`src/include/plic_cfg.svh`:
```
// PLIC configuration macros for source count, field widths and register map
`ifndef PLIC_CFG_SVH
`define PLIC_CFG_SVH

// Number of interrupt sources, IDs 1..N with ID 0 reserved for no interrupt
`define PLIC_NUM_IRQ 7

// Priority and threshold width
`define PLIC_PRIO_W 3

// Source ID width, must hold PLIC_NUM_IRQ
`define PLIC_ID_W 3

// Priority of source n lives at base + 4*(n-1)
`define PLIC_ADDR_PRIORITY_BASE 32'h0000_0004

// Read-only pending vector
`define PLIC_ADDR_PENDING 32'h0000_1000

// Enable mask for the single context
`define PLIC_ADDR_ENABLE 32'h0000_2000

// Priority threshold
`define PLIC_ADDR_THRESHOLD 32'h0020_0000

// Claim on read, complete on write
`define PLIC_ADDR_CLAIM 32'h0020_0004

`endif
```
`src/rtl/plic_pkg.sv`:
```
// Shared PLIC types and helpers for source vectors, IDs and priorities
`include "plic_cfg.svh"

package plic_pkg;

    // One bit per source ID, bit 0 unused
    typedef logic [`PLIC_NUM_IRQ:0] irq_vec_t;

    // Source ID, 0 means no interrupt
    typedef logic [`PLIC_ID_W-1:0] irq_id_t;

    // Priority or threshold value
    typedef logic [`PLIC_PRIO_W-1:0] prio_t;

    // Valid source bits, ID 0 never carries a request
    parameter irq_vec_t src_mask = ~irq_vec_t'(1);

    // One-hot vector for a source ID, empty for ID 0 or out of range
    function automatic irq_vec_t id_to_vec(irq_id_t id);
        irq_vec_t vec;
        vec = '0;
        if (id != '0 && int'(id) <= `PLIC_NUM_IRQ) begin
            vec[id] = 1'b1;
        end
        return vec;
    endfunction

endpackage

```
`src/rtl/plic_gw_if.sv`:
```
// Gateway to core link carrying pending requests and claim/complete strobes
`timescale 1ns/10ps

interface plic_gw_if;

    // Gateway side
    plic_pkg::irq_vec_t pending;         // Latched requests, bit 0 always zero

    // Core side, single-cycle strobes
    logic               claim_valid;     // Claim read accepted
    plic_pkg::irq_id_t  claim_id;        // ID handed to the CPU
    logic               complete_valid;  // Write to claim register
    plic_pkg::irq_id_t  complete_id;     // ID the CPU is done with

    modport gateway (
        output pending,
        input  claim_valid,
        input  claim_id,
        input  complete_valid,
        input  complete_id
    );

    modport core (
        input  pending,
        output claim_valid,
        output claim_id,
        output complete_valid,
        output complete_id
    );

endinterface

```
`src/rtl/plic_top.sv`:
```
// PLIC subsystem top joining the interrupt gateway and the register core
`timescale 1ns/10ps

module plic_top (
    input  logic               clk_i,
    input  logic               rst_ni,

    // Level-sensitive sources, bit 0 unused
    input  plic_pkg::irq_vec_t irq_src,

    // Register bus, one-cycle read latency
    input  logic [31:0]        addr,
    input  logic               wr_en,
    input  logic               rd_en,
    input  logic [31:0]        wr_data,
    output logic [31:0]        rd_data,

    // CPU interrupt line
    output logic               irq
);

    // Pending requests and claim/complete strobes
    plic_gw_if gw_if ();

    irq_gateway u_gateway (
        .clk_i   (clk_i),
        .rst_ni  (rst_ni),
        .irq_src (irq_src),
        .gw      (gw_if.gateway)
    );

    plic_core u_core (
        .clk_i   (clk_i),
        .rst_ni  (rst_ni),
        .gw      (gw_if.core),
        .addr    (addr),
        .wr_en   (wr_en),
        .rd_en   (rd_en),
        .wr_data (wr_data),
        .rd_data (rd_data),
        .irq     (irq)
    );

endmodule

```
`src/rtl/plic_core.sv`:
```
// PLIC core with register file, priority arbitration and claim/complete handling
`timescale 1ns/10ps
`include "plic_cfg.svh"

module plic_core (
    input  logic        clk_i,
    input  logic        rst_ni,
    plic_gw_if.core     gw,
    input  logic [31:0] addr,
    input  logic        wr_en,
    input  logic        rd_en,
    input  logic [31:0] wr_data,
    output logic [31:0] rd_data,
    output logic        irq
);

    plic_pkg::prio_t    prio_q [1:`PLIC_NUM_IRQ];  // Priority per source
    plic_pkg::irq_vec_t enable_q;                  // Enable mask, bit 0 stays zero
    plic_pkg::prio_t    threshold_q;

    plic_pkg::irq_vec_t prio_sel;                  // One-hot priority register hit
    plic_pkg::irq_id_t  best_id;
    plic_pkg::prio_t    best_prio;
    logic [31:0]        rd_next;
    logic               claim_rd;
    logic               complete_wr;

    // Priority register address decode
    always_comb begin
        prio_sel = '0;
        for (int i = 1; i <= `PLIC_NUM_IRQ; i++) begin
            prio_sel[i] = (addr == `PLIC_ADDR_PRIORITY_BASE + 32'(4 * (i - 1)));
        end
    end

    // Arbitration. Starting from the threshold makes "strictly above" fall out,
    // and the strict compare keeps the lowest ID on a tie
    always_comb begin
        best_id   = '0;
        best_prio = threshold_q;
        for (int i = 1; i <= `PLIC_NUM_IRQ; i++) begin
            if (gw.pending[i] && enable_q[i] && (prio_q[i] > best_prio)) begin
                best_id   = plic_pkg::irq_id_t'(i);
                best_prio = prio_q[i];
            end
        end
    end

    assign irq = (best_id != '0);  // Single CPU context

    assign claim_rd    = rd_en && (addr == `PLIC_ADDR_CLAIM);
    assign complete_wr = wr_en && (addr == `PLIC_ADDR_CLAIM);

    // Read data mux
    always_comb begin
        rd_next = '0;  // Unmapped reads return zero
        case (addr)
            `PLIC_ADDR_PENDING: begin
                rd_next = 32'(gw.pending);
            end
            `PLIC_ADDR_ENABLE: begin
                rd_next = 32'(enable_q);
            end
            `PLIC_ADDR_THRESHOLD: begin
                rd_next = 32'(threshold_q);
            end
            `PLIC_ADDR_CLAIM: begin
                rd_next = 32'(best_id);  // Claim returns current winner
            end
            default: begin
                for (int i = 1; i <= `PLIC_NUM_IRQ; i++) begin
                    if (prio_sel[i]) begin
                        rd_next = 32'(prio_q[i]);
                    end
                end
            end
        endcase
    end

    // Register writes, fields keep only their low bits
    always_ff @(posedge clk_i) begin
        if (!rst_ni) begin
            for (int i = 1; i <= `PLIC_NUM_IRQ; i++) begin
                prio_q[i] <= '0;
            end
            enable_q    <= '0;
            threshold_q <= '0;
        end else if (wr_en) begin
            if (addr == `PLIC_ADDR_ENABLE) begin
                enable_q <= plic_pkg::irq_vec_t'(wr_data) & plic_pkg::src_mask;
            end
            if (addr == `PLIC_ADDR_THRESHOLD) begin
                threshold_q <= plic_pkg::prio_t'(wr_data);
            end
            for (int i = 1; i <= `PLIC_NUM_IRQ; i++) begin
                if (prio_sel[i]) begin
                    prio_q[i] <= plic_pkg::prio_t'(wr_data);
                end
            end
        end
    end

    // Read data and strobes, all one cycle after the bus access
    always_ff @(posedge clk_i) begin
        if (!rst_ni) begin
            rd_data           <= '0;
            gw.claim_valid    <= 1'b0;
            gw.claim_id       <= '0;
            gw.complete_valid <= 1'b0;
            gw.complete_id    <= '0;
        end else begin
            if (rd_en) begin
                rd_data <= rd_next;  // Held until the next read
            end
            gw.claim_valid    <= claim_rd && (best_id != '0);  // No strobe for ID 0
            gw.claim_id       <= best_id;
            gw.complete_valid <= complete_wr;
            gw.complete_id    <= plic_pkg::irq_id_t'(wr_data);
        end
    end

endmodule

```
`src/rtl/irq_gateway.sv`:
```
// Interrupt gateway that synchronizes level sources and gates them while in service
`timescale 1ns/10ps

module irq_gateway (
    input  logic               clk_i,
    input  logic               rst_ni,
    input  plic_pkg::irq_vec_t irq_src,
    plic_gw_if.gateway         gw
);

    plic_pkg::irq_vec_t sync1_q;        // First synchronizer stage
    plic_pkg::irq_vec_t sync2_q;        // Second stage, safe to use
    plic_pkg::irq_vec_t in_service_q;   // Claimed and not yet completed
    plic_pkg::irq_vec_t claim_vec;
    plic_pkg::irq_vec_t complete_vec;
    plic_pkg::irq_vec_t pending_d;
    plic_pkg::irq_vec_t in_service_d;

    // Decode the strobes into one-hot source vectors
    always_comb begin
        claim_vec    = '0;
        complete_vec = '0;
        if (gw.claim_valid) begin
            claim_vec = plic_pkg::id_to_vec(gw.claim_id);
        end
        if (gw.complete_valid) begin
            complete_vec = plic_pkg::id_to_vec(gw.complete_id);
        end
    end

    // A claim takes the source in service, a complete only frees a source
    // that is actually in service, so a stray ID leaves the state alone
    always_comb begin
        in_service_d = (in_service_q & ~(complete_vec & in_service_q)) | claim_vec;
    end

    // Pending tracks the gated level, claim clears it in the same edge
    always_comb begin
        pending_d = sync2_q & ~in_service_q & ~claim_vec;
    end

    // Two-flop synchronizer, keeps running while a source is in service
    always_ff @(posedge clk_i) begin
        if (!rst_ni) begin
            sync1_q <= '0;
            sync2_q <= '0;
        end else begin
            sync1_q <= irq_src & plic_pkg::src_mask;  // Drop ID 0
            sync2_q <= sync1_q;
        end
    end

    // Pending latch and in-service state
    always_ff @(posedge clk_i) begin
        if (!rst_ni) begin
            gw.pending   <= '0;
            in_service_q <= '0;
        end else begin
            gw.pending   <= pending_d;
            in_service_q <= in_service_d;
        end
    end

endmodule

```
`config.mk`:
```
export PLATFORM = sky130hd
export DESIGN_NAME = plic_top
export DESIGN_NICKNAME = d
export VERILOG_FILES = /design/src/rtl/plic_pkg.sv /design/src/rtl/plic_gw_if.sv /design/src/rtl/plic_top.sv /design/src/rtl/plic_core.sv /design/src/rtl/irq_gateway.sv
export VERILOG_INCLUDE_DIRS = /design/src /design/src/include
export SDC_FILE = /design/constraint.sdc
export NUM_CORES = 1
export LEC_CHECK = 0
export ABC_AREA = 1
export BUFFER_PORTS_ARGS = -buffer_cell sky130_fd_sc_hd__buf_4
export CELL_PAD_IN_SITES_DETAIL_PLACEMENT = 1
export CELL_PAD_IN_SITES_GLOBAL_PLACEMENT = 1
export CORE_ASPECT_RATIO = 1.5
export CORE_UTILIZATION = 35
export DETAILED_ROUTE_END_ITERATION = 7
export PLACE_DENSITY_LB_ADDON = 0.1
export SKIP_CTS_REPAIR_TIMING = 1
export SYNTH_ARGS = -nofsm -noshare
export SYNTH_HDL_FRONTEND = slang
export SYNTH_SLANG_ARGS = --single-unit
```
`constraint.sdc`:
```
create_clock -name clk_i -period 8.2 [get_ports clk_i]
set_input_delay 0.82 -clock clk_i [delete_from_list [all_inputs] [get_ports clk_i]]
set_output_delay 0.82 -clock clk_i [all_outputs]
set_load 0.01 [all_outputs]
```
==> results of run 1 <==
## logic make-up after synthesis
family / Yosys count
and+or+nand+nor: 256
buffers and inverters: 142
DFF: 75
AOI/OAI and AO/OA: 93
adders and majority gates: 13
other: 1
## cell type report
class | count | area [µm²] | share of cell area
clock buffer | 9 | 225 | 0.0389
clock inverter | 7 | 51.3 | 0.00886
inverter | 110 | 414 | 0.0715
multi-input combinational | 386 | 2380 | 0.412
sequential | 75 | 1710 | 0.295
tap | 153 | 191 | 0.0330
timing repair buffer | 108 | 815 | 0.141
## worst max-delay path: cells and delay by family (launching register included)
family / cells / cell delay, ns
buf+inv: 8 / 0.67
fa+ha+maj: 7 / 1.90
compound gates: 12 / 1.57
flops: 1 / 0.46
simple gates: 26 / 2.67
## flip-flops by register name (all words and copies together), names as in the netlist
name                      flops
u_core.threshold_q            3
u_core.gw.claim_valid         1
u_gateway.sync1_q             7
u_gateway.gw.pending          7
u_core.enable_q               7
u_core.gw.complete_id         3
u_gateway.sync2_q             7
u_core.prio_q                21
u_core.rd_data                8
u_core.gw.claim_id            3
u_gateway.in_service_q        7
u_core.gw.complete_valid      1
## metrics by stage
step,TNS [ns],utilization,power (W),hold slack (ns)
5_1_grt,-0.670,0.480,0.000879,0.436
3_3_place_gp,-0.552,0.425,0.000476,0.394
2_1_floorplan,0,-,0.000450,0.390
3_5_place_dp,-0.823,0.425,0.000478,0.402
6_report,-0.227,0.480,0.000848,0.413
4_1_cts,-1.41,0.448,0.000845,0.417
## cell usage after synthesis (all sizes together) (6+ instances only)
cell type / instances / area share
o211ai: 8 / 0.017
nand2: 121 / 0.13
inv: 106 / 0.091
buf: 24 / 0.041
dfxtp: 54 / 0.25
nor4: 10 / 0.014
nor3: 26 / 0.030
ha: 13 / 0.037
o21ai: 39 / 0.045
a21oi: 33 / 0.040
nand3: 36 / 0.065
clkbuf: 8 / 0.0069
nor2: 52 / 0.045
edfxtp: 21 / 0.14
nand4: 6 / 0.0086
## power by group
| part | total, W | switching [W] | internal (W) |
|---|---|---|---|
| sequential | 0.000399 | 0.00000750 | 0.000391 |
| combinational | 0.0000803 | 0.0000457 | 0.0000346 |
| clock | 0.000369 | 0.000162 | 0.000206 |
## worst max path at each step
stage / startpoint / to / slack (ns) / cells past startpoint
after floorplan: u_core.threshold_q[2]$_SDFFE_PN0P_ / irq / 0.04 / 49
after global placement: u_core.prio_q[1][2]$_SDFFCE_PN0P_ / irq / -0.55 / 53
after detailed placement: u_core.threshold_q[2]$_SDFFE_PN0P_ / irq / -0.75 / 54
after CTS: u_core.threshold_q[2]$_SDFFE_PN0P_ / irq / -1.18 / 54
after global routing: u_core.prio_q[1][2]$_SDFFCE_PN0P_ / irq / -0.67 / 53
final: u_core.prio_q[1][2]$_SDFFCE_PN0P_ / irq / -0.23 / 53
## metal layers
layer,GRT usage,wire (µm)
met5,0,0
met1,0.220,5170
met4,0.0761,416
met3,0.0296,218
met2,0.426,8110
==> out/summary.txt, run 1 <==
Synth Instances = 580
Mean Syn Cell Area = 7.54 µm²
Vias = 4170
Startpoint Class = flip-flop
Tcrit/Tclk final = 1.03
crit-path max cell delay = 0.46 ns
unrepaired setup endpoints after global routing = true
CP Class = flip-flop to output port
Post-DP HPWL = 10700 µm
Cells on Worst Hold Path = 2
layout cells sized above 1 = 0.292
synth unique cells = 37
Setup Viol. Count Final = 1
Arr. time, crit path = 7.61 ns
CTS Buf Count = 9
clk buf depth = 2
filler cell count = 1498
Root Buffer = clkbuf_16
Final Cell Area = 0.00579 mm²
peak supply drop = 0.000108 V
clock skew = 0.00813 ns
Max-Cap Viols = 0
xor/xnor cell area share of the yosys netlist = 0
htree depth = 3
Post-Synth Adder-Cell Area = 0.0372
IO Count = 109
latest clock arrival within the worst-skew pair = 0.33 ns
vias per cell = 4.92
commonest non-fill, non-tap cell in the layout = buf_4
drt pass-1 iters = 4
violated checks = setup timing
Worst Path Max Fanout = 5
hold_sp = u_gateway.sync1_q[1]$_SDFF_PN0_
main combinational cell family by area after synthesis = simple AND/OR/NAND/NOR gates
synth warn = 0
register area share after synthesis = 0.392
R2R depth = 55
ant diodes = 0
Placement Setup Slack = -0.753 ns
Initial Util = 0.362
Worst Hold End = u_gateway.sync2_q[1]$_SDFF_PN0_
Std-Cell Rows = 49
CTS Sinks = 75
simple-gate portion of the synthesized area = 0.299
max_slew headroom = 0.416
final worst slack = -0.227 ns
CTS tree = built
Top cell by count, worst path = nand2_4
largest net degree at the start of global routing = 37
Mapped Area = 0.00437 mm²
WL/cell = 16.4 µm
remaining antenna violation count = 0
Post-synth ARST share = 0
crit path capture type = output port
final non-filler cell total = 848
vias in the first global route = 4413
Placed Cells incl. Taps = 817
worst r2r src = u_core.prio_q[1][2]$_SDFFCE_PN0P_
worst slew pin tran = 0.869 ns
overall die height = 139 µm
first-pass GRT wire length = 21300 µm
RR Endpoint = u_core.rd_data[2]$_SDFFE_PN0P_
routed wire length = 13900 µm
flop2flop setup slack = 0.70 ns
Port Buf Inserts = 59
outcome = complete, but fails checks
fin nets = 779
chip width = 93.3 µm
DRC Markers = 0
Yosys reg bits = 75
grt total ovfl = 0
Final Hold Viols = 0
full die area = 0.0130 mm²
most used flip-flop cell after synthesis = dfxtp_1
Worst Hold Class = flip-flop to flip-flop
most frequent cells in the layout = 107 x buf_4, 100 x nand2_1, 99 x inv_1
Placed Area = 0.00514 mm²
drt initial violations = 143
GP Congestion = 0.862
mux cell area share after synthesis = 0
initial antenna violation count = 0
clock transition at the registers of the reported paths = 0.06 ns
P_leak = 2.61 nW
Core Footprint = 0.0121 mm²
fmax = 119 MHz
Synth Area in Compound Gates = 0.129
Worst path slowest cell = edfxtp_1
max-slew violation total from the final report = 0
Worst Path Required = 7.38 ns
PwrDens = 146 mW/mm²
minimum clock period = 8.43 ns
global-route usage over all layers = 0.215
EDFF count, synth = 21
Area Overhead vs Synth = 32.5%
Power figures use the tool's default switching activity.
==> run 2: changes to the inputs <==
Settings changed: CORE_UTILIZATION 35 to 34, SYNTH_HIERARCHICAL set to 1.
==> run 2 against run 1 <==
The run now ends clean; cell area shrank 5.5%; utilization down 2.6 points; global-route usage down 0.99 points; clock power is 15% higher; sequential power hardly changed; via count decreased by 4.1%; die area down 0.15%; power up 5.9%; worst hold slack improved by 0.0014 ns; register-to-register slack better by 0.69 ns; non-clock buffer count down 15; critical path type unchanged.
==> out/summary.txt, run 2 <==
outcome = finished clean
Mapped Area = 0.00424 mm²
area share of the largest cell type after synthesis = 0.255
filler cell count = 1498
Placed Cells incl. Taps = 812
Synth Instances = 580
ant diodes = 0
Initial Util = 0.351
most frequent cells in the layout = 125 x nand2_1, 92 x buf_4, 84 x inv_1
IO Count = 109
Worst path slowest cell = edfxtp_1
drt pass-1 iters = 4
largest net degree at the start of global routing = 36
Worst Hold Class = flip-flop to flip-flop
fmax = 129 MHz
Worst Path Max Fanout = 4
Vias = 4000
overall die height = 139 µm
Post-synth ARST share = 0
total negative slack = 0 ns
Yosys reg bits = 75
CTS tree = built
peak supply drop = 0.000127 V
chip width = 93.2 µm
GP Congestion = 0.833
clk buf depth = 2
CP Class = flip-flop to output port
Yosys top cell by area = dfxtp_1
Post-DP HPWL = 10200 µm
Worst Hold Slack = 0.414 ns
top cells by count, synth = 127 x nand2_1, 86 x inv_1, 57 x nor2_1, 54 x dfxtp_1, 29 x o21ai_0
synth unique cells = 39
Final Hold Viols = 0
fin nets = 764
count leader, synth = nand2_1
first-pass GRT wire length = 20500 µm
Port Buf Inserts = 59
Area contributors post-synth = dfxtp_1 25%, edfxtp_1 15%, nand2_1 11%
WL/cell = 15.4 µm
max reg flops = 21
Root Buffer = clkbuf_16
initial antenna violation count = 0
CTS Buf Count = 9
Tcrit/Tclk final = 0.944
Top Registers = u_core/prio_q (21), u_core/rd_data (8)
routed wire length = 12800 µm
Area Overhead vs Synth = 29.2%
Mean Syn Cell Area = 7.31 µm²
htree depth = 3
Setup Viol. Count Final = 0
CTS Sinks = 75
remaining antenna violation count = 0
clock skew = 0.00641 ns
synth warn = 6
final non-filler cell total = 833
total power = 0.000897 W
crit-path max cell delay = 0.44 ns
drt initial violations = 151
most used flip-flop cell after synthesis = dfxtp_1
Core Footprint = 0.0121 mm²
clock transition at the registers of the reported paths = 0.06 ns
grt total ovfl = 0
minimum clock period = 7.74 ns
global-route usage over all layers = 0.205
layout cells sized above 1 = 0.251
DRC Markers = 0
Startpoint Class = flip-flop
commonest non-fill, non-tap cell in the layout = nand2_1
max-slew violation total from the final report = 0
EDFF count, synth = 21
vias in the first global route = 4290
full die area = 0.0129 mm²
Biggest register = u_core/prio_q
crit path capture type = output port
Worst Path Required = 7.38 ns
latest clock arrival within the worst-skew pair = 0.33 ns
Std-Cell Rows = 49
PwrDens = 164 mW/mm²
register area share after synthesis = 0.404
area of the multi-input gates = 0.00218 mm²
P_leak = 2.47 nW
final core occ = 0.453
Register Area = 0.00171 mm²
Max-Cap Viols = 0
Arr. time, crit path = 6.92 ns
vias per cell = 4.80
run 2: worst max-delay path: cells and delay by family, from the launching register on:
kind / cells / cell delay (ns)
compound gates: 14 / 1.65
fa+ha+maj: 7 / 1.85
buf+inv: 6 / 0.60
flops: 1 / 0.44
simple gates: 22 / 2.05
run 2: cell type report:
class                           count  share of cell area
Sequential cell                    75               0.313
Inverter                           98              0.0672
Tap cell                          153              0.0350
Timing Repair Buffer               93               0.128
Clock buffer                       10              0.0457
Multi-Input combinational cell    398               0.397
Clock inverter                      6              0.0142
run 2: metrics by stage:
step           setup WS, ns  instance area (µm²)
2_1_floorplan         0.712                 4330
4_1_cts              -0.508                 5280
6_report              0.463                 5480
5_1_grt             -0.0188                 5480
3_3_place_gp          0.111                 4950
3_5_place_dp        -0.0381                 4950
run 2: cells by family (layout without fill, tap and decap cells):
group	count (synthesis)	count (layout)	share of synthesized area
AND/OR/NAND/NOR	275	275	0.294
adder cells (fa/ha/maj)	13	13	0.0384
AO/OA/AOI/OAI	85	85	0.122
buffers and inverters	130	207	0.140
flip-flops	75	75	0.404
other	2	25	0.00177
run 2: path summary, 6_finish.rpt:
path,endpoint,depth (start not counted),from,slack (ns)
max reg2reg,u_core/rd_data[2]$_SDFFE_PN0P_,51,u_core/prio_q[0][2]$_SDFFCE_PN0P_,1.39
max,irq,49,u_core/prio_q[0][2]$_SDFFCE_PN0P_,0.46
min reg2reg,u_gateway/sync2_q[5]$_SDFF_PN0_,2,u_gateway/sync1_q[5]$_SDFF_PN0_,0.41
min,u_gateway/sync2_q[5]$_SDFF_PN0_,2,u_gateway/sync1_q[5]$_SDFF_PN0_,0.41
run 2: metal layers:
layer | up-vias | wire, µm | share of wire | track usage
li1 | 2027 | - | - | -
met1 | 1912 | 4880 | 0.38 | 0.209
met2 | 47 | 7420 | 0.58 | 0.406
met3 | 14 | 234 | 0.018 | 0.0236
met4 | 0 | 286 | 0.022 | 0.0826
met5 | - | 0 | 0 | 0
run 2: power breakdown:
| group | internal [W] | switching (W) | leakage [nW] |
|---|---|---|---|
| registers | 0.000391 | 0.00000749 | 0.639 |
| clock network | 0.000260 | 0.000164 | 0.158 |
| logic | 0.0000311 | 0.0000431 | 1.68 |
